**src/common/lsu_pkg.sv**
```systemverilog
package lsu_pkg;

    // ============================================================
    // Widths
    // ============================================================

    // Data and address width
    parameter int XLEN = 32;

    typedef logic [XLEN-1:0] word_t;

    // Reorder-buffer slot of an operation
    typedef logic [5:0] rob_idx_t;

    // Physical destination register of a load
    typedef logic [5:0] phys_tag_t;

    // ============================================================
    // Exception causes
    // ============================================================

    // Reported with lsu_exception, one cycle after the handshake
    typedef enum logic [4:0] {
        CAUSE_NONE             = 5'd0,
        CAUSE_LOAD_MISALIGNED  = 5'd1,
        CAUSE_STORE_MISALIGNED = 5'd2
    } exc_cause_t;

endpackage

```
**src/load_queue/load_queue.sv**
```systemverilog
`timescale 1ns/1ps

module load_queue import lsu_pkg::*; #(
    parameter int LQ_ENTRIES = 8
) (
    input  logic      clk,
    input  logic      reset,
    input  logic      flush_pipeline,
    input  logic      lq_push,
    input  word_t     lq_addr,
    input  phys_tag_t lq_tag,
    output logic      lq_full,
    output logic      ld_valid,
    output word_t     ld_addr,
    output phys_tag_t ld_tag,
    input  logic      ld_done
);

    localparam int PTR_W = (LQ_ENTRIES > 1) ? $clog2(LQ_ENTRIES) : 1;
    localparam int CNT_W = $clog2(LQ_ENTRIES + 1);

    word_t            addr_q [LQ_ENTRIES];
    phys_tag_t        tag_q  [LQ_ENTRIES];
    logic [PTR_W-1:0] head;
    logic [PTR_W-1:0] tail;
    logic [CNT_W-1:0] count;

    // Wrapping increment, depth need not be a power of two
    function automatic logic [PTR_W-1:0] next_ptr(input logic [PTR_W-1:0] ptr);
        return (ptr == PTR_W'(LQ_ENTRIES - 1)) ? '0 : ptr + 1'b1;
    endfunction

    assign lq_full  = (count == CNT_W'(LQ_ENTRIES));
    assign ld_valid = (count != '0);
    assign ld_addr  = addr_q[head];
    assign ld_tag   = tag_q[head];

    // ============================================================
    // Entry storage
    // ============================================================
    always_ff @(posedge clk) begin
        if (lq_push) begin
            addr_q[tail] <= lq_addr;
            tag_q[tail]  <= lq_tag;
        end
    end

    // ============================================================
    // Pointers and occupancy
    // ============================================================
    always_ff @(posedge clk or posedge reset) begin
        if (reset) begin
            head  <= '0;
            tail  <= '0;
            count <= '0;
        end else if (flush_pipeline) begin
            // Every load is speculative
            head  <= '0;
            tail  <= '0;
            count <= '0;
        end else begin
            if (lq_push) begin
                tail <= next_ptr(tail);
            end
            if (ld_done) begin
                head <= next_ptr(head);
            end
            count <= count + CNT_W'(lq_push) - CNT_W'(ld_done);
        end
    end

endmodule

```
**config.mk**
```make
export PLATFORM = sky130hd
export DESIGN_NAME = load_queue
export DESIGN_NICKNAME = d
export VERILOG_FILES = /design/src/common/lsu_pkg.sv /design/src/load_queue/load_queue.sv
export SDC_FILE = /design/constraint.sdc
export NUM_CORES = 1
export LEC_CHECK = 0
export BUFFER_PORTS_ARGS = -buffer_cell sky130_fd_sc_hd__buf_2
export CAP_MARGIN = 30
export CORE_MARGIN = 2
export CORE_UTILIZATION = 45
export CTS_BUF_LIST = sky130_fd_sc_hd__clkbuf_16
export DETAILED_ROUTE_END_ITERATION = 12
export PLACE_DENSITY = 0.71
export SYNTH_ARGS = -nofsm -noshare
export SYNTH_HDL_FRONTEND = slang
export SYNTH_SLANG_ARGS = --single-unit
export TNS_END_PERCENT = 10
```
**constraint.sdc**
```tcl
create_clock -name clk -period 4.8 [get_ports clk]
set_input_delay 0.24 -clock clk [delete_from_list [all_inputs] [get_ports clk]]
set_output_delay 0.24 -clock clk [all_outputs]
set_load 0.02 [all_outputs]
```
# Yosys cells after proc, flatten, opt, wreduce, memory -nomap -nowiden

Memory sizes are Yosys's and may differ from the RTL's.
Cells that the tools add are included.

Add/sub/neg operators: 4
Eq/ne operators: 3
Multiplexer cells: 9
Reductions and logical operators: 3

Operator list:

| cell                                        | number |
|---|---|
| two-way mux 3 bit                           | 6 |
| adder 3 x 1 -> 3 bit, second input constant | 2 |
| equality test 3 bit, second input constant  | 2 |
| adder 4 x 1 -> 4 bit                        | 1 |
| equality test 4 bit, second input constant  | 1 |
| two-way mux 4 bit                           | 1 |
| nonzero test 2 bit                          | 2 |
| nonzero test 4 bit                          | 1 |
| subtractor 4 x 1 -> 4 bit                   | 1 |
| two-way mux 1 bit                           | 2 |

Register bits after elaboration: 10
RAM bits: 304
Bits of input ports: 43
Output and inout port bits: 40
Word-level logic and storage cells: 24
Memories kept: 2

Memories:

| name   | depth | width | rd ports | clocked after Yosys merged registers in | wr ports | RTL line         | RTL |
|---|---|---|---|---|---|---|---|
| addr_q | 8     | 32    | 1        | 0                                       | 1        | load_queue.sv:22 | `word_t addr_q [LQ_ENTRIES];` |
| tag_q  | 8     | 6     | 1        | 0                                       | 1        | load_queue.sv:23 | `phys_tag_t tag_q [LQ_ENTRIES];` |

# Logic depth before layout (Yosys ltp)

Depth after elaboration: 4
Depth in mapped cells: 7

# Worst setup path after synthesis

Ideal clock, no wire load.

Kind: reg2reg
Start point: reg tail[2]
End point: mem addr_q[0][0] in the netlist's numbering, enable pin
Library setup time: 0.480 ns
Arrival time: 3.184 ns
Required time: 4.320 ns
Path slack: 1.136 ns
Cell stages (with the launch flop): 3
Path buffers: 0
Period minus slack after synthesis: 3.664 ns
Cells stage by stage: dfrtp_1 nand2b_1 nor3_1

RTL lines:

| item                     | RTL line         | RTL |
|---|---|---|
| start: declaration       | load_queue.sv:25 | `logic [PTR_W-1:0] tail;` |
| start signal: assignment | load_queue.sv:63 | `tail <= next_ptr(tail);` |
| end: declaration         | load_queue.sv:22 |  |

No word-level cell before the write port.

# Worst setup path after layout

Start point: reg head[1]
End point: out ld_addr[25]

Cells in the longest elaborated chain, start to end: 1

Ends and longest elaborated chain:

| item                     | RTL line         | RTL |
|---|---|---|
| start: declaration       | load_queue.sv:24 | `logic [PTR_W-1:0] head;` |
| start signal: assignment | load_queue.sv:66 | `head <= next_ptr(head);` |
| memory (8 x 32 bit)      | --               |  |
| end: declaration         | load_queue.sv:14 | `output word_t ld_addr,` |

No other way between the ends.

==> results.ini <==
[run_status]
status = finished clean

[placement]
gp_congestion = 0.707
dpl.hpwl_mm = 13.0
port_buffers = 82
place_ws_ns = 2.45

[yosys]
syn_nets = 564
yosysTopAreaCell = edfxtp_1
syn_avg_cell_area_um2 = 23.9
yosys-top-cells-area = edfxtp_1 75%, mux4_2 13%, mux2_4 3.3%, dfrtp_1 2.0%, mux4_1 1.3%
ys_async_sr_fraction_pct = 3.18
ys_seq_elements = 314
yosysUniqueCellTypes = 26
synth_commonest_cells = 304 x edfxtp_1, 70 x mux4_2, 27 x mux2_4
synthFlopType = edfxtp_1
syn_inst = 510
synth_edf_count = 304
syn_area_mm2 = 0.0122
synth_warnings = 0
netlist.area_leader.share_pct = 74.8
synth.most_common_cell = edfxtp_1
ys_seq_area_share_pct = 76.8

[critical_path]
worstPathRequired_ns = 4.56
crit_buf_inv = 2
end_kind = primary output
path_delay_family = multiplexers
slowest_stage = dfrtp_4
cp_cell_sequence = buf_16 -> mux4_1 -> mux2_4 -> buf_2
crit_fanout = 35
rr_startpoint = tail[0]
critPathKind = flop to primary output
start_kind = flop
critical-path-max-stage-delay_ns = 0.70
worstPathArrival_ns = 2.63
crit_start = head[1]

[timing]
finalCritPeriodShare_pct = 59.9
hold_viol = 0
setup_viol = 0
period_needed_ns = 2.87
skew_ns = 0.0102
timing.hold.ws_ns = 0.0252
max_clock_freq_mhz = 348
rsz0062_at_grt = no
tightest_slew_ns = 0.887
slew_headroom_pct = 40.9
maxSlewViolCount = 0
fin_tns_setup_ns = 0
worst_slack_ns = 1.93

[cts]
cts_tree = yes
cts_buffers = 30
ctsResizeCount = 0
clk_path_buf_depth = 3
clk_latency_ns = 0.54
clk_root_buffer_cell = clkbuf_16
clk_pin_slew_ns = 0.06
cts-htree-levels = 1
clock-sinks = 314

[detailed_routing]
firstDrtPassIters = 4
vias_per_cell = 5.44
drc_errors = 0
wl_mm = 22.9
wl_per_cell_um = 22.5
num_vias = 5539
drt_iter0_drc = 444
antenna_left = 0

[power_and_ir_drop]
leakagePower_nw = 4.82
peakVddDrop_v = 0.000304
seq_power_share_pct = 52.2
swShare_pct = 21.2
combPwrFrac_pct = 9.2
clock_power_share_pct = 38.6
p_int_mw = 4.72
finalPower_mw = 5.99
power_density_mw_per_mm2 = 414
switching_power_mw = 1.27

[grt]
grt_pass1_vias = 5877
grt_max_degree = 49
grt_pass1_wl_mm = 34.6
antenna_found_initial = 1
groute.usage.overall_pct = 16.2
overflow = 0

[final_layout]
fin_nets = 708
utilization_pct = 54.0
drive_gt1_share_pct = 38.2
area_growth_syn_to_layout_pct = 18.5

[hold_path]
min-delay-start = flush_pipeline
worstHoldPathType = input port to flop

[job]
drv_cap = 0

[floorplan]
core_area_mm2 = 0.0268
die_w_um = 169
die_y_um = 169
ioPinCount = 83
rows = 60
dieArea_mm2 = 0.0285
start_util_pct = 45.6

==> cells in the final DEF (no fill, tap or decap), drive strengths merged <==
| cell | count |
|---|---|
| ha | 10 |
| bufinv | 4 |
| nand3 | 1 |
| nor2 | 16 |
| nand2 | 3 |
| mux4 | 76 |
| a31o | 1 |
| and2 | 1 |
| nor2b | 2 |
| diode | 1 |
| clkinv | 12 |
| edfxtp | 304 |
| nor3 | 2 |
| mux2 | 38 |
| mux2i | 5 |
| inv | 12 |
| nand2b | 5 |
| buf | 96 |
| nand3b | 1 |
| fa | 1 |
| dlygate4sd3 | 39 |
| clkinvlp | 2 |
| a21oi | 3 |
| dfrtp | 10 |
| clkbuf | 31 |
| xnor2 | 1 |
==> per-stage QoR <==
step | cells | cell area, um^2
global route | 1018 | 14500
CTS | 1017 | 14500
finish | 1018 | 14500
detailed placement | 924 | 13100
floorplan | 510 | 12200
global placement | 922 | 13000
==> registers in the layout, indices dropped and copies added (netlist names) <==
name / cells
addr_q: 256
count: 4
head: 3
tag_q: 48
tail: 3
==> per-layer routing <==
metal | up-vias | global-route usage [%] | part of all wire [%]
met2 | 166 | 28.6 | 52
li1 | 2431 | - | -
met1 | 2909 | 21.3 | 40
met3 | 33 | 2.45 | 5.9
met5 | - | 0 | 0
met4 | 0 | 4.12 | 1.8
==> power groups by stage <==
stage                     Clock (mW)  Sequential [mW]  Combinational, mW
after global placement             0             3.20              0.489
after floorplan                    0             3.15              0.386
final                           2.32             3.13              0.550
after global routing            2.48             3.13              0.588
after CTS                       2.37             3.13              0.558
after detailed placement           0             3.19              0.529
==> final timing paths <==
kind,slack [ns],depth (start not counted),to
worst max register to register,2.61,3,addr_q[2][28]
max in group asynchronous,4.23,3,head[0]
min in group asynchronous,0.24,3,count[1]
worst min register to register,0.60,2,tail[2]
worst min-delay path,0.03,2,head[1]
worst max-delay path,1.93,4,ld_addr[25]
==> area by class of cell <==
cell class / instances / area, um^2
repair buffers: 135 / 946
clock buffers: 31 / 776
well taps: 341 / 427
fillers: 2012 / 12300
flip-flops and latches: 314 / 9390
clock inverters: 23 / 209
diodes: 1 / 2.50
multi-input cells: 166 / 2690
inverters: 7 / 26.3
==> worst register-to-register path, stage by stage, from the launching register on <==
cell and delay (ns):
dfrtp_1 0.48, nand2b_1 0.27, nor2_4 0.57, buf_4 0.51
==> what timing repair did <==
| item | 4_1_cts | 5_1_grt |
|---|---|---|
| hold buffers | 39 | 0 |
| buffers inserted | 0 | 0 |
| endpoints found under the hold margin | 314 | 0 |
| setup endpoints to repair | 0 | 0 |
==> cell families (layout without fill, tap and decap cells) <==
family          count (synthesis)  after routing  share of synthesized area (%)
buf+inv                        30            196                           1.62
fa+ha+maj                      11             11                           1.19
mux                           119            119                           18.9
compound gates                  4              4                          0.195
other cells                     0              1                              0
xor+xnor                        1              1                         0.0717
simple gates                   31             31                           1.18
flops                         314            314                           76.8
Power figures use the tool's default switching activity.
