**src/common/lsu_pkg.sv**
```systemverilog
package lsu_pkg;

    // ============================================================
    // Widths
    // ============================================================

    // Data and address width
    parameter int XLEN = 32;

    typedef logic [XLEN-1:0] word_t;

    // Reorder-buffer slot of an operation
    typedef logic [5:0] rob_idx_t;

    // Physical destination register of a load
    typedef logic [5:0] phys_tag_t;

    // ============================================================
    // Exception causes
    // ============================================================

    // Reported with lsu_exception, one cycle after the handshake
    typedef enum logic [4:0] {
        CAUSE_NONE             = 5'd0,
        CAUSE_LOAD_MISALIGNED  = 5'd1,
        CAUSE_STORE_MISALIGNED = 5'd2
    } exc_cause_t;

endpackage

```
**src/design/lsu_dispatch.sv**
```systemverilog
`timescale 1ns/1ps

module lsu_dispatch import lsu_pkg::*; (
    input  logic       clk,
    input  logic       reset,
    input  logic       flush_pipeline,
    input  logic       alloc_valid,
    output logic       alloc_ready,
    input  logic       is_load,
    input  word_t      base_addr,
    input  word_t      offset,
    input  phys_tag_t  phys_rd,
    input  rob_idx_t   rob_idx,
    input  word_t      store_data,
    input  logic       lq_full,
    input  logic       sq_full,
    output logic       lq_push,
    output word_t      lq_addr,
    output phys_tag_t  lq_tag,
    output logic       sq_push,
    output word_t      sq_addr,
    output word_t      sq_data,
    output rob_idx_t   sq_rob_idx,
    output logic       lsu_exception,
    output exc_cause_t lsu_exception_cause
);

    word_t eff_addr;
    logic  misaligned;
    logic  target_full;
    logic  accept;
    logic  active;

    // Effective address, word aligned only
    assign eff_addr    = base_addr + offset;
    assign misaligned  = |eff_addr[1:0];
    assign target_full = is_load ? lq_full : sq_full;

    // A misaligned op never enters a queue, so queue fullness cannot stall it
    assign alloc_ready = active && !flush_pipeline && !(target_full && !misaligned);
    assign accept      = alloc_valid && alloc_ready;

    // Steering to one queue
    assign lq_push    = accept && is_load && !misaligned;
    assign lq_addr    = eff_addr;
    assign lq_tag     = phys_rd;
    assign sq_push    = accept && !is_load && !misaligned;
    assign sq_addr    = eff_addr;
    assign sq_data    = store_data;
    assign sq_rob_idx = rob_idx;

    // One-cycle exception pulse after a misaligned handshake
    always_ff @(posedge clk or posedge reset) begin
        if (reset) begin
            active              <= 1'b0;
            lsu_exception       <= 1'b0;
            lsu_exception_cause <= CAUSE_NONE;
        end else begin
            active        <= 1'b1;
            lsu_exception <= accept && misaligned;
            if (accept && misaligned) begin
                lsu_exception_cause <= is_load ? CAUSE_LOAD_MISALIGNED
                                               : CAUSE_STORE_MISALIGNED;
            end else begin
                lsu_exception_cause <= CAUSE_NONE;
            end
        end
    end

endmodule

```
**config.mk**
```make
export PLATFORM = sky130hd
export DESIGN_NAME = lsu_dispatch
export DESIGN_NICKNAME = d
export VERILOG_FILES = /design/src/common/lsu_pkg.sv /design/src/design/lsu_dispatch.sv
export SDC_FILE = /design/constraint.sdc
export NUM_CORES = 1
export LEC_CHECK = 0
export BUFFER_PORTS_ARGS = -buffer_cell sky130_fd_sc_hd__buf_2
export CORE_AREA = 2 2 90 92
export CTS_CLUSTER_DIAMETER = 150
export DETAILED_ROUTE_END_ITERATION = 8
export DIE_AREA = 0 0 92 94
export PLACE_DENSITY_LB_ADDON = 0.1
export SLEW_MARGIN = 30
export SYNTH_ARGS = -nofsm -noshare
export SYNTH_HDL_FRONTEND = slang
export SYNTH_SLANG_ARGS = --single-unit
```
**constraint.sdc**
```tcl
create_clock -name clk -period 7.6 [get_ports clk]
set_input_delay 1.14 -clock clk [delete_from_list [all_inputs] [get_ports clk]]
set_output_delay 1.14 -clock clk [all_outputs]
set_load 0.005 [all_outputs]
```
=== Word-level counts from Yosys, hierarchy flattened ===
Cells that the tools add are included.
Widths: inputs -> output; s select.

* Register bits: 7

* Add/sub/neg operators: 1
* Multiplexer cells: 3
* Reduce and logical (&&, ||, !) cells: 14

{| class="wikitable"
|+ Operators by type and width
! operator !! number
|-
| $add 32x32->32 || 1
|-
| $logic_and 1x1->1 || 9
|-
| $logic_not 1->1 || 4
|-
| $mux 2 || 2
|-
| $reduce_or 2->1 || 1
|-
| $mux 1 || 1
|}

=== Logic depth before layout (Yosys ltp) ===
Gate-level depths: netlist of run 1.

* Depth after elaboration: 9
* Mapped depth: 9

=== Worst setup path before layout of run 1 ===
Ideal clock, no wire load.

* Path type: input -> output
* Start: input port offset[0]
* End: output port sq_addr[20]
* Arrival: 3.179 ns
* Slack: 3.281 ns
* Stages: 9
* Path buffers: 1
* Cells stage by stage: ha_1 -> fa_1 -> a21o_1 -> a221oi_2 -> o21ai_0 -> a21oi_1 -> o21ai_0 -> xor2_1 -> buf_4

* Longest elaborated chain between the ends: 1

{| class="wikitable"
|+ RTL lines
! element !! line !! RTL
|-
| start, declared || lsu_dispatch.sv:11 || <nowiki>input word_t offset,</nowiki>
|-
| $add 32x32->32 || lsu_dispatch.sv:35 || <nowiki>assign eff_addr = base_addr + offset;</nowiki>
|-
| end, declared || lsu_dispatch.sv:21 || <nowiki>output word_t sq_addr,</nowiki>
|}

No other way between the ends.

=== Worst setup path in the final report of run 1 ===
* Start: input port offset[0]
* End: output port lq_addr[20]

* Longest elaborated chain between the ends: 1

{| class="wikitable"
|+ RTL lines
! element !! line !! RTL
|-
| $add 32x32->32 || lsu_dispatch.sv:35 ||
|-
| end, declared || lsu_dispatch.sv:18 || <nowiki>output word_t lq_addr,</nowiki>
|}

No other way between the ends.

==> summary.txt, run 1 <==
STA
  – Post-layout min period: 4.73 ns
  – Headroom to the max-slew limit: 0.532
  – Final Hold Fails: 0
  – RSZ-0062 raised after global routing: false
  – Slew at the pin closest to its max-slew limit: 0.692 ns
  – Final setup violation count: 0
  – Setup skew after layout: 0.00137 ns
  – Final clock period utilization by the worst path: 0.623
  – Count of final max-slew check failures: 0
  – Final total negative setup slack: 0 ns
  – Maximum operating frequency: 211 MHz

Yosys
  – Proportion of synthesized chip area in sequential cells: 0.0381
  – Mean cell area of the mapped netlist: 7.30 sq um
  – Synth warnings: 0
  – Number of flip-flops and latches in the synthesized netlist: 4
  – Synthesized cell area: 2630 sq um
  – Syn Inst Count: 360
  – EDFF count, synth: 0
  – Post-synthesis async set-or-reset flop share: 1.00
  – Most common flop cell mapped by yosys: sky130_fd_sc_hd__dfrtp_1
  – Unique cell type count in the Yosys netlist: 58

Floorplanning
  – Site row count: 32
  – Starting density of the core: 0.346
  – Width of the chip: 92 um
  – Standard cell core area: 7610 sq um
  – Area enclosed by the die boundary: 8650 sq um
  – IO Count: 232
  – Die H: 94 um

Critical path
  – Data arrival time of the critical path: 3.59 ns
  – Data required time of the critical path: 6.46 ns
  – Slowest cell on the critical path: sky130_fd_sc_hd__a221oi_2
  – Setup slack of the worst register-to-register path: 6.70 ns
  – Biggest cell delay along the critical path: 0.42 ns
  – Worst-path fanout max: 5
  – Reg2Reg Launch Point: active
  – Cell breakdown of the critical path: buf_2, ha_1, fa_1, a21o_1, a221oi_2, o21ai_0, a21oi_1, o21ai_0, xor2_1, buf_2
  – Startpoint of the most critical setup path: offset[0]
  – Sort of element at the end of the critical path: primary output
  – Start-to-end type of the worst setup path: in -> out
  – Type of element launching the critical path: input port

Cells and area
  – Commonest cells after routing, fill and taps aside: sky130_fd_sc_hd__buf_2 (140), sky130_fd_sc_hd__ha_1 (31), sky130_fd_sc_hd__a21oi_1 (29), sky130_fd_sc_hd__nand2_1 (25), sky130_fd_sc_hd__nor2_1 (20)
  – Most common cell after layout, fill and taps aside: sky130_fd_sc_hd__buf_2
  – Area growth, synth to finish: 9.76%
  – Number of nets at the end of the flow: 570
  – Final-layout fill cell count: 849
  – Number of inserted diodes: 0
  – Filler-free cell count of the finished design: 523
  – Share of cells above drive strength 1: 0.368
  – Footprint of the multi-input gates: 1890 sq um
  – Register cell area after layout: 100 sq um

Clock tree
  – Clk Tree Root Cell: sky130_fd_sc_hd__clkbuf_8
  – Number of post-CTS setup repair buffers: 0
  – TritonCTS clock tree: built
  – Clock insertion delay at the later pin of the skew report: 0.21 ns
  – TritonCTS sink count: 4
  – Post-CTS clock slew at the launch and capture registers of the worst setup and hold paths: 0.03 ns
  – Level count of the clock H-tree: 1
  – Number of buffers inserted by hold repair at cts: 0
  – Clock Tree Buf Depth: 2
  – CTS resizes: 0
  – Number of buffers created by CTS: 3

Global routing
  – Overall fraction of global-route tracks in use: 0.155
  – Number of antenna violations at the first check in global routing: 0
  – Overflow left after global routing: 0
  – Global-route wire length before repair: 11300 um
  – Pin count of the biggest net entering global routing: 11
  – Via count of the first global-routing pass: 2489

Power
  – Leakage power total: 1.50 nW
  – Power density of the placed cells: 121 nW/um^2
  – Power after layout: 0.349 mW
  – Peak supply drop: 0.0000402 V

Detailed routing
  – Total vias in the final route: 2679
  – Antenna Violating Nets Remaining: 0
  – Via density: 5.12
  – Initial DRC count: 120
  – Final WL: 7160 um
  – DR WL/cell: 13.7 um
  – Count of unresolved DRC violations after routing: 0
  – Drt first pass iters: 5

Run
  – Max cap viols: 0

Place
  – Port Buf Inserts: 140
  – Post-detailed-placement half-perimeter wirelength: 6150 um
  – Weighted congestion reported at the end of routability-driven placement: 0.847
  – Placed Cells incl. Taps: 520

Outcome
  – Outcome: finished clean

Hold path
  – Startpoint of the tightest hold check path: active
  – Min-Delay Path Class: reg -> reg
## stage by stage
| stage | setup slack, ns | util | instance area, sq um | hold WS [ns] |
|---|---|---|---|---|
| floorplan | 3.28 | - | 2640 | 0.519 |
| global placement | 2.97 | 0.374 | 2840 | 0.551 |
| detailed placement | 2.87 | 0.374 | 2840 | 0.554 |
| CTS | 2.87 | 0.379 | 2890 | 0.561 |
| global route | 2.65 | 0.379 | 2890 | 0.618 |
| finish | 2.87 | 0.379 | 2890 | 0.555 |
## cell usage after synthesis, drive strengths merged, types with 3 or more instances
cell type	number	area, sq um
a211oi	7	57.6
inv	7	26.3
nand3	7	35.0
nor2b	3	18.8
buf	81	609
a31oi	3	25.0
xnor2	16	140
o211ai	4	30.0
o21bai	4	30.0
nor2	20	75.1
nor3	8	40.0
nand4	9	56.3
and2	5	31.3
nand2	25	93.8
xor2	11	96.3
a21oi	30	154
dfrtp	4	100
and3	6	42.5
a221oi	3	32.5
nand2b	3	18.8
o21ai	21	109
ha	31	388
clkbuf	3	11.3
a21o	14	105
## critical path: cells and delay by family
| family | cells | cell delay, ns |
|---|---|---|
| buf+inv | 2 | 0.27 |
| xor+xnor | 1 | 0.25 |
| compound gates | 5 | 1.29 |
| fa+ha+maj | 2 | 0.64 |
## cell type report
| type | instances | area share |
|---|---|---|
| Sequential cell | 4 | 0.0347 |
| Timing Repair Buffer | 140 | 0.243 |
| Clock buffer | 3 | 0.0143 |
| Multi-Input combinational cell | 267 | 0.655 |
| Tap cell | 102 | 0.0442 |
| Inverter | 7 | 0.00911 |
## state kept, by name (all words and copies together), names as in the netlist
signal,count
lsu_exception_cause,2
active,1
lsu_exception,1
## cells by family (layout without fill, tap and decap cells)
kind of cell	after synthesis	after routing	share of synthesized area
DFF	4	4	0.0381
buffers and inverters	91	150	0.246
muxes	3	3	0.0119
adders and majority gates	32	32	0.155
xor gates and xnor gates	27	27	0.0900
other	2	4	0.00286
AOI/OAI and AO/OA	107	107	0.278
and+or+nand+nor	94	94	0.178
## path summary, 6_finish.rpt
path,end,cells past startpoint
worst max-delay path,lq_addr[20],10
worst min-delay path,lsu_exception,2
worst max register to register,lsu_exception_cause[1],3
worst min register to register,lsu_exception,2
max in group asynchronous,lsu_exception_cause[0],2
min in group asynchronous,active,2
## power breakdown
part	switching (mW)	internal (mW)	leakage [nW]
registers	0.000173	0.0222	0.0528
logic	0.149	0.134	1.43
clock network	0.0104	0.0337	0.0216
total	0.159	0.190	1.50
## per-layer routing
metal	part of all wire	up-vias	track usage
li1	-	1351	-
met1	0.44	1200	0.193
met2	0.49	124	0.292
met3	0.068	4	0.0185
met4	0.0047	0	0.0199
met5	0	-	0
Power figures use the tool's default switching activity.
==> run 2: changes to the inputs <==
Settings changed: CORE_AREA 2 2 90 92 to unset, CORE_MARGIN set to 2, CORE_UTILIZATION set to 36, DIE_AREA 0 0 92 94 to unset.
Clock period 7.6 ns to 4.35 ns, I/O delays scaled along.
==> run 2 against run 1 <==
Sequential power grew 75%. Core utilization grew 2.4 points. Via count is essentially flat. Global-route usage grew 1.4 points. Non-clock buffer count grew 2. Final area grew 0.39%. Register-to-register slack lost 3.3 ns. First-iteration DRC count shrank 9.2%. Critical path depth is the same. Critical path type unchanged.
==> summary.txt, run 2 (synthesized netlist as in run 1, its figures left out) <==
Outcome
  – Outcome: finished clean

STA
  – Final clock period utilization by the worst path: 0.853
  – Final Hold Fails: 0
  – Hold slack final: 0.313 ns
  – Maximum operating frequency: 270 MHz
  – Post-layout min period: 3.71 ns
  – Setup skew after layout: 0.00334 ns
  – Count of final max-slew check failures: 0
  – RSZ-0062 raised after global routing: false
  – Headroom to the max-slew limit: 0.570
  – Final total negative setup slack: 0 ns
  – Slew at the pin closest to its max-slew limit: 0.638 ns
  – Final setup violation count: 0

Critical path
  – Biggest cell delay along the critical path: 0.41 ns
  – Start-to-end type of the worst setup path: in -> out
  – Cell breakdown of the critical path: buf_2, ha_1, fa_1, a21o_1, a221oi_2, o21ai_0, a21oi_1, o21ai_0, xor2_1, buf_2
  – Type of element launching the critical path: input port
  – Data arrival time of the critical path: 3.06 ns
  – Sort of element at the end of the critical path: primary output
  – Worst-path fanout max: 5
  – Slowest cell on the critical path: sky130_fd_sc_hd__fa_1
  – Path depth of the worst reg2reg path: 3
  – Data required time of the critical path: 3.70 ns

Hold path
  – Min-Delay Path Class: in -> async

Floorplanning
  – Standard cell core area: 7180 sq um
  – Die H: 89.5 um
  – Starting density of the core: 0.366
  – IO Count: 232
  – Width of the chip: 89.5 um
  – Area enclosed by the die boundary: 8000 sq um
  – Site row count: 31

Run
  – Max cap viols: 0

Clock tree
  – Clock Tree Buf Depth: 2
  – CTS resizes: 0
  – Clock insertion delay at the later pin of the skew report: 0.21 ns
  – TritonCTS clock tree: built
  – Number of buffers inserted by hold repair at cts: 0
  – Clk Tree Root Cell: sky130_fd_sc_hd__clkbuf_8
  – Number of post-CTS setup repair buffers: 0
  – Post-CTS clock slew at the launch and capture registers of the worst setup and hold paths: 0.03 ns
  – Number of buffers created by CTS: 3
  – Level count of the clock H-tree: 1
  – TritonCTS sink count: 4

Power
  – Peak supply drop: 0.0000657 V
  – Sw frac: 0.454
  – Power density of the placed cells: 211 nW/um^2
  – Reg power frac: 0.064
  – Int Pwr: 0.334 mW
  – Power spent charging and discharging nets: 0.278 mW
  – Relative contribution of combinational cells to total power: 0.812
  – Leakage power total: 1.51 nW
  – Clock network fraction of design power: 0.124

Cells and area
  – Most common cell after layout, fill and taps aside: sky130_fd_sc_hd__buf_2
  – Number of nets at the end of the flow: 572
  – Filler-free cell count of the finished design: 522
  – Commonest cells after routing, fill and taps aside: sky130_fd_sc_hd__buf_2 (140), sky130_fd_sc_hd__ha_1 (31), sky130_fd_sc_hd__a21oi_1 (29), sky130_fd_sc_hd__nand2_1 (25), sky130_fd_sc_hd__nor2_1 (20)
  – Max reg flops: 2
  – Number of inserted diodes: 0
  – Biggest regs: lsu_exception_cause: 2 flops, active: 1 flops, lsu_exception: 1 flops
  – Area growth, synth to finish: 10.2%
  – Share of cells above drive strength 1: 0.371
  – Register with the highest flop count: lsu_exception_cause

Detailed routing
  – Drt first pass iters: 4
  – Initial DRC count: 109
  – Antenna Violating Nets Remaining: 0
  – Via density: 5.13
  – Total vias in the final route: 2678
  – Count of unresolved DRC violations after routing: 0
  – DR WL/cell: 13.8 um
  – Final WL: 7220 um

Global routing
  – Overflow left after global routing: 0
  – Via count of the first global-routing pass: 2336
  – Number of antenna violations at the first check in global routing: 0
  – Global-route wire length before repair: 10900 um
  – Pin count of the biggest net entering global routing: 11
  – Overall fraction of global-route tracks in use: 0.168

Place
  – Post-detailed-placement half-perimeter wirelength: 6340 um
  – Weighted congestion reported at the end of routability-driven placement: 0.863
  – Placed Cells incl. Taps: 519
  – Port Buf Inserts: 140
[run 2: cell count changes in the layout (fill, tap and decap cells not counted), sizes merged]
| cell | delta |
|---|---|
| buf | +2 |
[run 2: layout make-up]
type	instances	area, sq um
clock buffer	3	41.3
fill	811	4280
inverter	7	26.3
multi-input combinational	267	1890
sequential	4	100
tap	99	124
timing repair buffer	142	716
[run 2: final timing paths]
path	startpoint	end	slack [ns]
setup / recovery	offset[0]	sq_addr[20]	0.64
hold / removal	reset	lsu_exception_cause[1]	0.31
setup reg to reg	active	lsu_exception_cause[0]	3.41
hold reg to reg	active	lsu_exception	0.56
max in group asynchronous	reset	lsu_exception_cause[0]	3.88
min in group clk	active	lsu_exception	0.56
[run 2: layer usage]
layer / up-vias / wire (um) / track usage
met5: - / 0 / 0
met4: 0 / 105 / 0.0421
met3: 14 / 494 / 0.0194
met2: 115 / 3220 / 0.272
met1: 1193 / 3410 / 0.237
li1: 1356 / - / -
[run 2: critical path: cells and delay by family]
kind                       cells  cell delay, ns
AOI/OAI and AO/OA              5            1.34
adders and majority gates      2            0.64
buffers and inverters          2            0.24
xor gates and xnor gates       1            0.18
[run 2: power by group through the flow]
stage / Combinational [mW] / Sequential [mW] / Clock (mW)
final: 0.497 / 0.0392 / 0.0756
after global routing: 0.568 / 0.0393 / 0.0807
after CTS: 0.503 / 0.0392 / 0.0783
after detailed placement: 0.500 / 0.0396 / 0
after global placement: 0.500 / 0.0396 / 0
after floorplan: 0.410 / 0.0397 / 0
[run 2: stage by stage]
step                worst slack, ns  instance area, sq um  power (mW)   util
floorplan                      1.01                  2640       0.450      -
global placement              0.695                  2860       0.539  0.398
detailed placement            0.642                  2860       0.540  0.398
CTS                           0.622                  2900       0.620  0.404
global route                  0.433                  2900       0.688  0.404
finish                        0.641                  2900       0.612  0.404
