### config.mk
export PLATFORM = sky130hd
export DESIGN_NAME = lsu_mem_ctrl
export DESIGN_NICKNAME = d
export VERILOG_FILES = /design/src/common/lsu_pkg.sv /design/src/design/lsu_mem_ctrl.sv
export SDC_FILE = /design/constraint.sdc
export NUM_CORES = 1
export LEC_CHECK = 0
export BUFFER_PORTS_ARGS = -buffer_cell sky130_fd_sc_hd__buf_2
export CAP_MARGIN = 20
export CELL_PAD_IN_SITES_DETAIL_PLACEMENT = 2
export CELL_PAD_IN_SITES_GLOBAL_PLACEMENT = 2
export CORE_UTILIZATION = 25
export DETAILED_ROUTE_END_ITERATION = 16
export GPL_ROUTABILITY_DRIVEN = 1
export PLACE_DENSITY_LB_ADDON = 0.1
export SETUP_SLACK_MARGIN = 0.15
export SLEW_MARGIN = 20
export SYNTH_ARGS = -nofsm -noshare
export SYNTH_HDL_FRONTEND = slang
export SYNTH_SLANG_ARGS = --single-unit
### constraint.sdc
create_clock -name clk -period 3.55 [get_ports clk]
set_input_delay 0.1775 -clock clk [delete_from_list [all_inputs] [get_ports clk]]
set_output_delay 0.1775 -clock clk [all_outputs]
set_load 0.005 [all_outputs]
### src/common/lsu_pkg.sv
package lsu_pkg;

    // ============================================================
    // Widths
    // ============================================================

    // Data and address width
    parameter int XLEN = 32;

    typedef logic [XLEN-1:0] word_t;

    // Reorder-buffer slot of an operation
    typedef logic [5:0] rob_idx_t;

    // Physical destination register of a load
    typedef logic [5:0] phys_tag_t;

    // ============================================================
    // Exception causes
    // ============================================================

    // Reported with lsu_exception, one cycle after the handshake
    typedef enum logic [4:0] {
        CAUSE_NONE             = 5'd0,
        CAUSE_LOAD_MISALIGNED  = 5'd1,
        CAUSE_STORE_MISALIGNED = 5'd2
    } exc_cause_t;

endpackage

### src/design/lsu_mem_ctrl.sv
`timescale 1ns/1ps

module lsu_mem_ctrl import lsu_pkg::*; (
    input  logic      clk,
    input  logic      reset,
    input  logic      flush_pipeline,
    input  logic      ld_valid,
    input  word_t     ld_addr,
    input  phys_tag_t ld_tag,
    input  logic      fwd_hit,
    input  word_t     fwd_data,
    output logic      ld_done,
    input  logic      st_valid,
    input  word_t     st_addr,
    input  word_t     st_data,
    output logic      st_done,
    output logic      mem_req,
    output logic      mem_we,
    output word_t     mem_addr,
    output word_t     mem_wdata,
    input  logic      mem_ready,
    input  word_t     mem_rdata,
    input  logic      mem_error,
    output logic      cdb_valid,
    output phys_tag_t cdb_tag,
    output word_t     cdb_value,
    output logic      cdb_exception
);

    typedef enum logic [1:0] {
        ST_IDLE,
        ST_READ,
        ST_WRITE
    } state_t;

    state_t    state;
    phys_tag_t rd_tag;
    logic      rd_killed;
    logic      fwd_fire;
    logic      rd_fire;

    // Loads are never served in a flush cycle
    assign fwd_fire = (state == ST_IDLE) && ld_valid && !flush_pipeline && fwd_hit;
    // A flushed read completes on the bus but answers nobody
    assign rd_fire  = (state == ST_READ) && mem_ready && !rd_killed && !flush_pipeline;
    assign ld_done  = fwd_fire || rd_fire;
    assign st_done  = (state == ST_WRITE) && mem_ready;

    // ============================================================
    // Access FSM
    // ============================================================
    always_ff @(posedge clk or posedge reset) begin
        if (reset) begin
            state     <= ST_IDLE;
            mem_req   <= 1'b0;
            mem_we    <= 1'b0;
            rd_killed <= 1'b0;
        end else begin
            case (state)
                ST_IDLE: begin
                    if (ld_valid && !flush_pipeline && !fwd_hit) begin
                        state     <= ST_READ;
                        mem_req   <= 1'b1;
                        mem_we    <= 1'b0;
                        mem_addr  <= ld_addr;
                        rd_tag    <= ld_tag;
                        rd_killed <= 1'b0;
                    end else if (!(ld_valid && !flush_pipeline) && st_valid) begin
                        state     <= ST_WRITE;
                        mem_req   <= 1'b1;
                        mem_we    <= 1'b1;
                        mem_addr  <= st_addr;
                        mem_wdata <= st_data;
                    end
                end
                ST_READ: begin
                    if (mem_ready) begin
                        state   <= ST_IDLE;
                        mem_req <= 1'b0;
                    end else if (flush_pipeline) begin
                        rd_killed <= 1'b1;
                    end
                end
                ST_WRITE: begin
                    if (mem_ready) begin
                        state   <= ST_IDLE;
                        mem_req <= 1'b0;
                        mem_we  <= 1'b0;
                    end
                end
                default: state <= ST_IDLE;
            endcase
        end
    end

    // ============================================================
    // CDB
    // ============================================================
    always_ff @(posedge clk or posedge reset) begin
        if (reset) begin
            cdb_valid     <= 1'b0;
            cdb_exception <= 1'b0;
        end else begin
            cdb_valid     <= ld_done;
            cdb_exception <= rd_fire && mem_error;
        end
    end

    always_ff @(posedge clk) begin
        if (fwd_fire) begin
            cdb_tag   <= ld_tag;
            cdb_value <= fwd_data;
        end else if (rd_fire) begin
            cdb_tag   <= rd_tag;
            cdb_value <= mem_rdata;
        end
    end

endmodule

# Word-level counts from Yosys, hierarchy flattened
# Cells that the tools add are included.
# W data, S select, Z words.
# totals
reg_bits,115
out_inout_bits,108
# op_classes
eq_ne,8
muxes,20
bitwise_logic,2
reduce_logical,30
# op_table
cell,count
$mux W32,4
$mux W6,2
$reduce_and A3 Y1,4
$logic_and A1 B1 Y1,11
$reduce_bool A2 Y1,5
$reduce_and A4 Y1,2
$mux W1,7
$mux W2,3
$ne A2 B2 Y1 const B,3
$pmux W1 S2,3
$logic_not A1 Y1,4
$ne A2 B1 Y1 const B,2
$pmux W2 S2,1
$ne A3 B1 Y1 const B,1
$eq A2 B1 Y1 const B,1
$eq A2 B2 Y1 const B,1
$logic_not A2 Y1,1
$not A1 Y1,2
$reduce_and A2 Y1,1
$reduce_or A2 Y1,1
$logic_or A1 B1 Y1,1

# Logic depth before layout (Yosys ltp)
# Gate-level depths: netlist of run 1.
# depth
word_depth,7
ltp_mapped,6

# Worst setup path after synthesis of run 1
# No wires, ideal clock.
# synth_path
path_kind,register to register
startpoint,register state[0]
endpoint,"register mem_addr[0], enable pin"
setup_time_ns,0.461
arrival_ns,3.019
setup_slack_ns,0.070
stages_incl_launch_ff,5
path_buffers,0
synth_period_minus_slack_ns,3.480
path_cell_list,dfrtp_1 inv_1 ha_1 inv_1 nor3_1
# synth_between
elab_chain_cells,2
# synth_lines
element,line,text
"start, declared",lsu_mem_ctrl.sv:36,state_t state;
"start signal, assigned",lsu_mem_ctrl.sv:54,state <= ST_IDLE;
"start signal, assigned",lsu_mem_ctrl.sv:62,state <= ST_READ;
"start signal, assigned",lsu_mem_ctrl.sv:69,state <= ST_WRITE;
$logic_not A2 Y1,lsu_mem_ctrl.sv:59,case (state)
$reduce_and A3 Y1 (no source line),n/a,
"end signal, assigned",lsu_mem_ctrl.sv:65,mem_addr <= ld_addr;
"end signal, assigned",lsu_mem_ctrl.sv:72,mem_addr <= st_addr;
"end, declared",lsu_mem_ctrl.sv:19,"output word_t mem_addr,"
# Every way passes these cells.
# A chain may end at the register's enable or synchronous reset.

# Final worst setup path of run 1
# layout_path
startpoint,register state[1]
endpoint,output port ld_done
# layout_between
elab_chain_cells,5
word_cells_on_any_way,9
classes_between,1 x eq/ne; 8 x reduce/logical
# layout_lines
element,line,text
$eq A2 B1 Y1 or $logic_not A2 Y1 (tied branches),"lsu_mem_ctrl.sv:45, lsu_mem_ctrl.sv:43",
"$logic_and A1 B1 Y1, on equally long branches (3 in a row)","lsu_mem_ctrl.sv:45, lsu_mem_ctrl.sv:43",
$logic_or A1 B1 Y1 (*),lsu_mem_ctrl.sv:46,assign ld_done = fwd_fire || rd_fire;
"end, declared",lsu_mem_ctrl.sv:12,"output logic ld_done,"
# Mark *: on every way between the ends. The rest lies on a longest branch, timed or not.

==> out/metrics.cfg, run 1 <==
[logic_synthesis]
async_reset_ff_frac = 0.0609
synth_commonest_cells = edfxtp_1, mux2_2, dfrtp_1, inv_1
synth_cell_types = 32
synth.area.top_cells = edfxtp_1, mux2_2, dfrtp_1
synth_compound_area_frac = 0.0200
synth.area.mux_share = 0.173
synth-xor-area-share = 0
synthSimpleGateAreaFrac = 0.0258
yosys_warnings = 0
postSynthNetCount = 414
seq_area_frac_synth = 0.750
synth-adder-area-share = 0.0137
synth_edf_count = 108
synthesis.area_um2 = 4560
synthFlopType = edfxtp_1
synth_top_family_by_area = multiplexers
ys_ff_latch = 115
syn-mean-instance-area_um2 = 19.4
synth_cells = 235
yosysTopAreaCell = edfxtp_1
synth.most_common_cell = edfxtp_1
synth_top_area_frac = 0.711

[setup_path]
critPathLaunchType = register
r2r_slack_ns = 1.24
arrival_ns = 2.56
cpMaxStageDelayCell = or4b_2
cp.required_ns = 3.37
crit_chain = inv_1 -> ha_1 -> or4b_2 -> nand2_1 -> buf_4 -> buf_2
r2r_cells = 5
max_stage_delay_ns = 0.61
reg2reg_to = cdb_tag[3]$_DFFE_PP_
cp-end-kind = output port
cp_max_fo = 40
startpoint = state[1]$_DFFE_PP0P_
path_class = register to output port
r2r-start = state[1]$_DFFE_PP0P_

[place]
globalplace.congestion = 0.729
io_buffers = 281
dp_hpwl_mm = 10.2
placed_cell_area_um2 = 6250

[sta]
rsz0062_at_grt = false
fin_crit_ns = 2.74
finalCritPeriodShare = 0.771
slew_headroom = 0.379
hold_violations = 0
finalClockSkew_ns = 0.00758
finalMaxSlewViolations = 0
setup_viol = 0
tns_ns = 0
clock.fmax_ghz = 0.366
worstMarginPinSlew_ns = 0.929
hold_slack_ns = 0.0546

[global_route]
grt_pass1_vias = 3669
grt_overflow = 0
grt_pass1_wl_mm = 19.8
grt_usage = 0.145
antenna_found_initial = 0
grt_max_degree = 41

[route]
vias = 3399
drt_wl_total_mm = 13.7
routedWlPerCell_um = 16.8
post_drt_via_cell_ratio = 4.18
first_iter_violations = 94
postRouteAntennaNets = 0
drc_errors = 0
drt_first_pass_iters = 4

[clock_tree]
clk_latency_ns = 0.40
cts-root-buf = clkbuf_16
numCtsBuffers = 17
numClockSinks = 115
post-cts-setup-buffers = 0
cts.clk_slew.worst_paths_ns = 0.06
cts_tree = done
htree_levels = 4
clk_path_buf_depth = 2
cts-resized-gates = 0

[die]
die_h_um = 137
start_util = 0.255
core-area_um2 = 17900
die_w_um = 137
num_rows = 49
fp.dieArea_um2 = 18800
ios = 282

[worst_hold_path]
hold_depth = 2
hold_path_end = mem_addr[13]$_DFFE_PP_
hp-class = input pin to register
hold_start = st_addr[13]

[layout]
fin_nets = 750
layout-drive-gt1-share = 0.658
antennaDiodeCount = 0
utilization = 0.402
design_area_um2 = 7200
syn_to_final_growth_pct = 58.0

[run]
cap_violations = 0

[power]
p_per_area_nw_per_um2 = 537
leakage_nw = 3.06
ir_worst_vdd_mv = 0.316
finalPower_mw = 3.87

[status]
status = finished clean

[worst max-delay path, delay by kind of cell (launching register included)]
kind / cells / cell delay, ns
AND/OR/NAND/NOR: 2 / 0.71
buffers and inverters: 3 / 0.81
adder cells (fa/ha/maj): 1 / 0.21
flip-flops: 1 / 0.40
[report_power, final]
part / switching (mW) / total [mW] / internal [mW]
Sequential: 0.0387 / 1.69 / 1.65
Clock: 0.630 / 1.59 / 0.964
Combinational: 0.292 / 0.586 / 0.295
[repair_timing]
action                                  in CTS  in global routing
hold buffers                                40                  0
hold endpoints to repair                    46                  0
endpoints found under the setup margin       0                  0
[through the flow]
step / setup WS [ns] / cells
3_5_place_dp: 1.20 / 741
2_1_floorplan: 0.959 / 235
6_report: 0.815 / 813
5_1_grt: 0.640 / 813
4_1_cts: 0.752 / 813
3_3_place_gp: 1.27 / 741
[kinds of logic (layout without fill, tap and decap cells)]
group	count (synthesis)	in the layout
adder cells (fa/ha/maj)	5	5
multiplexers	70	70
AND/OR/NAND/NOR	17	17
AO/OA/AOI/OAI	13	13
buffers and inverters	15	364
flip-flops	115	115
[layout by cell type, fill, tap and decap left out, types with 2 or more instances in the layout]
master and n:
clkinvlp_4 5, buf_4 4, buf_2 281, dlygate4sd3_1 40
ha_1 5, clkbuf_16 17, inv_1 7, mux2_1 5
a31oi_1 2, edfxtp_1 108, nor2b_1 2, nand2b_1 2
dfrtp_1 7, clkinv_4 3, o21ai_0 3, clkinv_1 2
nand3_1 2, mux2_2 65, inv_6 3
[flip-flops by register name, indices dropped and copies added (netlist names), 2 cells and up]
register and cells:
cdb_value 32, mem_addr 32, mem_wdata 32, cdb_tag 6, rd_tag 6, state 2
[layer usage]
| layer | vias up | GRT usage | part of all wire |
|---|---|---|---|
| met1 | 1659 | 0.148 | 0.36 |
| met4 | 0 | 0.0586 | 0.016 |
| met3 | 15 | 0.0407 | 0.065 |
| met2 | 123 | 0.276 | 0.56 |
| met5 | - | 0 | 0 |
| li1 | 1602 | - | - |
[cell type report]
class                           instances  area [um^2]
Inverter                                7         26.3
Clock buffer                           17          425
Sequential cell                       115         3420
Multi-Input combinational cell        105         1080
Timing Repair Buffer                  325         1840
Fill cell                            1879        10700
Clock inverter                         15          133
Tap cell                              229          287
[worst max path at each step]
stage | end | slack (ns) | depth (start not counted)
after floorplan | mem_wdata[0]$_DFFE_PP_ | 0.96 | 4
after global placement | ld_done | 1.27 | 6
after detailed placement | ld_done | 1.20 | 6
after CTS | ld_done | 0.75 | 6
after global routing | ld_done | 0.64 | 6
final | ld_done | 0.81 | 6
Power figures use the tool's default switching activity.
==> run 2, diff against run 1 <==
Settings changed: ABC_AREA from default to 1, CORE_UTILIZATION 25 to 22.
Clock period 3.55 ns to 2.5 ns, I/O delays scaled along.
==> run 2 against run 1 <==
Combinational power rose by 72%. Global-route usage up 2.0 points. Flip-flop and latch count stayed put. Critical path depth unchanged. Sequential power is 44% higher. Clock power up 44%. Clock-buffer cell count did not move. Register-to-register slack got worse by 0.58 ns. Cell count is 34% higher. Routed wire length increased by 28%. Final area grew 13%. Clock skew is 0.0062 ns higher. Critical endpoint unchanged.
==> out/metrics.cfg, run 2 <==
[layout]
largestRegisters = cdb_value x32, mem_addr x32, mem_wdata x32
final_common_cell = buf_2
fin_cells = 1089
final_cell_mix = buf_2, nand2_1, dlygate4sd3_1, edfxtp_1, inv_1
fillCellCount = 2284
syn_to_final_growth_pct = 76.3
layout-drive-gt1-share = 0.395
fin_nets = 983
utilization = 0.399

[logic_synthesis]
seq_area_frac_synth = 0.739
synth_commonest_cells = nand2_1, edfxtp_1, inv_1
synth.area.top_cells = edfxtp_1, nand2_1, inv_1
synth_cell_types = 18
async_reset_ff_frac = 0.0609
ys_ff_latch = 115
postSynthNetCount = 570
syn-mean-instance-area_um2 = 11.8
synth.most_common_cell = nand2_1
synth_top_area_frac = 0.701
synth_cells = 391
yosysTopAreaCell = edfxtp_1
synthesis.area_um2 = 4620
synth_edf_count = 108
yosys_warnings = 0
synthFlopType = edfxtp_1

[clock_tree]
numCtsBuffers = 17
clk_path_buf_depth = 2
htree_levels = 4
cts-resized-gates = 0
cts-root-buf = clkbuf_16
clk_latency_ns = 0.42
cts_tree = done
numClockSinks = 115
cts.clk_slew.worst_paths_ns = 0.06
post-cts-setup-buffers = 0

[route]
routedWlPerCell_um = 16.0
drt_wl_total_mm = 17.5
vias = 4403
drc_errors = 0
post_drt_via_cell_ratio = 4.04
postRouteAntennaNets = 0
first_iter_violations = 101
drt_first_pass_iters = 4

[global_route]
grt_overflow = 0
grt-busiest-layer = met2
grt_pass1_vias = 4927
grt_pass1_wl_mm = 26.7
use_met2 = 0.306
antenna_found_initial = 2
grt_usage = 0.165
grtUsageMet1 = 0.175
grt_use_met3 = 0.0457
grt_max_degree = 77

[power]
p_per_area_nw_per_um2 = 702
finalPower_mw = 5.73
leakage_nw = 3.86
ir_worst_vdd_mv = 0.370

[die]
ios = 282
die_w_um = 147
die_h_um = 147
start_util = 0.226
num_rows = 52
core-area_um2 = 20400
fp.dieArea_um2 = 21600

[sta]
finalMaxSlewViolations = 0
fin_crit_ns = 1.99
tns_ns = 0
finalCritPeriodShare = 0.796
setup_viol = 0
hold_violations = 0
rsz0062_at_grt = false
clock.fmax_ghz = 0.503
slew_headroom = 0.682
worstMarginPinSlew_ns = 0.476
finalClockSkew_ns = 0.0137

[place]
io_buffers = 281
dp_hpwl_mm = 12.1
globalplace.congestion = 0.775
dp_cells = 934

[setup_path]
critical_path_buf_inv_count = 3
critPathTopFamily = buffers and inverters
cpMaxStageDelayCell = dfrtp_1
cp-end-kind = output port
cp.required_ns = 2.38
r2r_cells = 5
cp_max_fo = 40
arrival_ns = 1.87
critPathLaunchType = register
max_stage_delay_ns = 0.41
path_class = register to output port
path_depth = 6
crit_chain = inv_1 -> ha_1 -> nand4_4 -> nand2_2 -> buf_12 -> buf_2

[run]
cap_violations = 0

[status]
status = finished clean

[worst_hold_path]
hold_depth = 3
hp-class = input pin to register

==> run 2: changes by cell type after synthesis, sizes merged, moves of 3 or more <==
cell and delta:
clkbuf +5, inv +44, nand3 +4, nand2 +149
o21ai +39, nor2 +3, mux2 -70
==> run 2: cell families after synthesis <==
family / after synthesis / share of synthesized area
buffers and inverters: 65 / 0.0611
DFF: 115 / 0.739
AOI/OAI and AO/OA: 43 / 0.0471
adders and majority gates: 5 / 0.0135
and+or+nand+nor: 163 / 0.139
==> run 2: final timing paths <==
kind	from	endpoint	slack [ns]
min in group asynchronous	reset	state[0]$_DFFE_PP0P_	0.29
setup reg to reg	state[0]$_DFFE_PP0P_	mem_addr[1]$_DFFE_PP_	0.66
hold reg to reg	mem_req$_DFFE_PP0P_	mem_req$_DFFE_PP0P_	0.49
setup / recovery	state[0]$_DFFE_PP0P_	ld_done	0.51
max in group asynchronous	reset	mem_we$_DFFE_PP0P_	1.97
hold / removal	st_addr[6]	mem_addr[6]$_DFFE_PP_	0.02
==> run 2: cell type report <==
class	instances	area [um^2]	area share
Tap cell	270	338	0.0414
Sequential cell	115	3420	0.419
Clock inverter	15	133	0.0163
Antenna cell	2	5.00	0.000614
Clock buffer	17	425	0.0522
Inverter	51	191	0.0235
Multi-Input combinational cell	211	955	0.117
Timing Repair Buffer	408	2690	0.330
==> run 2: stage by stage <==
| step | hold WS (ns) | setup slack [ns] | area (um^2) |
|---|---|---|---|
| floorplan | -0.0716 | 0.193 | 4640 |
| global placement | 0.173 | 0.698 | 6380 |
| detailed placement | 0.190 | 0.654 | 6380 |
| CTS | 0.000168 | 0.460 | 8150 |
| global route | 0.00463 | 0.358 | 8150 |
| finish | 0.0166 | 0.510 | 8150 |
==> run 2: repair_timing <==
action,4_1_cts,5_1_grt
hold buffers,121,0
setup endpoints to repair,0,0
hold endpoints to repair,98,0
==> run 2: per-layer routing <==
metal  vias to the layer above  wire, um
met4                         0       441
met5                         -         0
met1                      2091      6790
met2                       168      9280
met3                        25       957
li1                       2119         -
==> run 2: tightest hold or removal path, cell delays in order <==
cell,delay [ns]
buf_2,0.10
nand2_1,0.05
nand2_1,0.05
==> run 2: report_power, final <==
part | switching, mW | leakage, nW | internal, mW | total (mW)
logic | 0.530 | 2.51 | 0.481 | 1.01
clock network | 0.917 | 0.269 | 1.37 | 2.29
registers | 0.0641 | 1.08 | 2.37 | 2.43
==> run 3, diff against run 2 <==
Clock period 2.5 ns to 1.7 ns, I/O delays scaled along.
==> run 3 against run 2 <==
Clock skew decreased by 0.0030 ns. Critical endpoint is now cdb_value[25]$_DFFE_PP_. Core utilization rose by 4.7 points. Global-route usage up 2.0 points. Cell count increased by 6.2%. Critical path type is now register to register. First-iteration DRC count fell by 9.9%. Final area is 12% higher. Combinational power increased by 100%.
==> out/metrics.cfg, run 3 (synthesized netlist as in run 2, its figures left out) <==
[status]
status = finished clean

[sta]
layout_setup_ws_ns = 0.0654
rsz0062_at_grt = true
finalMaxSlewViolations = 0
slew_headroom = 0.763
tns_ns = 0
hold_slack_ns = 0.0149
fin_crit_ns = 1.63
finalCritPeriodShare = 0.962
worstMarginPinSlew_ns = 0.355
hold_violations = 0
clock.fmax_ghz = 0.612
setup_viol = 0
finalClockSkew_ns = 0.0108

[die]
fp.dieArea_um2 = 21600
ios = 282
start_util = 0.226
num_rows = 52
die_h_um = 147
core-area_um2 = 20400
die_w_um = 147

[layout]
final_cell_mix = buf_2, dlygate4sd3_1, nand2_1, edfxtp_1, inv_1
largestRegisters = cdb_value x32, mem_addr x32, mem_wdata x32
layout-drive-gt1-share = 0.420
utilization = 0.446
fin_cells = 1157
fin_nets = 1051
register_area_um2 = 3420
multiInputGateArea_um2 = 1090
final_common_cell = buf_2
design_area_um2 = 9120
fillCellCount = 2159
syn_to_final_growth_pct = 97.2

[global_route]
grt_pass1_wl_mm = 30.0
grt_usage = 0.186
antenna_found_initial = 2
grt_max_degree = 33
grt_pass1_vias = 5494
grt_overflow = 0

[place]
globalplace.congestion = 0.747
dp_cells = 937
io_buffers = 281
dp_hpwl_mm = 12.1
placed_cell_area_um2 = 6440
pre_cts_ws_ns = -0.0137

[route]
postRouteAntennaNets = 0
first_iter_violations = 91
drc_errors = 0
routedWlPerCell_um = 17.6
drt_first_pass_iters = 4
post_drt_via_cell_ratio = 4.14
vias = 4789
drt_wl_total_mm = 20.4

[power]
p_per_area_nw_per_um2 = 1010
finalPower_mw = 9.24
ir_worst_vdd_mv = 0.630
leakage_nw = 4.28

[clock_tree]
htree_levels = 4
numClockSinks = 115
clk_latency_ns = 0.42
cts_tree = done
numCtsBuffers = 17
cts-root-buf = clkbuf_16
cts.clk_slew.worst_paths_ns = 0.07
clk_path_buf_depth = 2

[setup_path]
arrival_ns = 1.80
cp-end-kind = register
cp.required_ns = 1.86
cp_max_fo = 9
critPathLaunchType = register
path_class = register to register

[worst_hold_path]
hp-class = input pin to register

[run]
cap_violations = 0

## run 3: cell count changes in the layout (fill, tap and decap cells not counted), moves of 4 or more
| cell | previous run | this run |
|---|---|---|
| buf_4 | 4 | 16 |
| clkbuf_16 | 17 | 22 |
| clkinv_4 | 5 | 0 |
| dlygate4sd3_1 | 121 | 159 |
| ha_1 | 5 | 1 |
| ha_4 | 0 | 4 |
| inv_6 | 3 | 8 |
| nand2_1 | 149 | 144 |
| nand2_2 | 1 | 5 |
| o21ai_0 | 10 | 5 |
| o21ai_2 | 0 | 4 |
## run 3: final timing paths
| check | start | cells after the start | slack [ns] | end |
|---|---|---|---|---|
| hold reg to reg | mem_req$_DFFE_PP0P_ | 2 | 0.48 | mem_req$_DFFE_PP0P_ |
| setup / recovery | state[1]$_DFFE_PP0P_ | 7 | 0.07 | cdb_value[25]$_DFFE_PP_ |
| max in group asynchronous | reset | 3 | 1.19 | cdb_valid$_DFF_PP0_ |
| setup reg to reg | state[1]$_DFFE_PP0P_ | 7 | 0.07 | cdb_value[25]$_DFFE_PP_ |
| hold / removal | fwd_data[10] | 3 | 0.01 | cdb_value[10]$_DFFE_PP_ |
| min in group asynchronous | reset | 3 | 0.26 | mem_we$_DFFE_PP0P_ |
## run 3: layout make-up
| cell class | instances | share of cell area |
|---|---|---|
| antenna | 2 | 0.000549 |
| clock buffer | 17 | 0.0466 |
| clock inverter | 15 | 0.0178 |
| inverter | 51 | 0.0210 |
| multi-input combinational | 213 | 0.119 |
| sequential | 115 | 0.375 |
| tap | 270 | 0.0370 |
| timing repair buffer | 474 | 0.383 |
## run 3: critical path, cell delays in order, from the launching register on
cell and delay [ns]:
dfrtp_1 0.40, inv_2 0.12, ha_4 0.16, nand4_4 0.15, buf_12 0.23, clkbuf_16 0.17
nand2_1 0.06, o21ai_1 0.07
## run 3: what timing repair did
item	4_1_cts	5_1_grt
pin swaps	2	3
gates resized for setup	26	8
buffers inserted	11	5
gates cloned	4	7
endpoints found under the hold margin	113	0
endpoints found under the setup margin	93	133
hold buffers	159	0
## run 3: power by group
part | switching, mW | leakage (nW) | internal (mW)
clock network | 1.53 | 0.289 | 2.09
registers | 0.0896 | 1.08 | 3.47
logic | 0.984 | 2.91 | 1.08
total | 2.60 | 4.28 | 6.64
## run 3: routing by layer
layer  up-vias  GRT usage  part of all wire
met5         -          0                 0
met4         0     0.0696             0.019
met3        24     0.0528             0.057
met2       175      0.354              0.55
met1      2327      0.191              0.37
li1       2263          -                 -
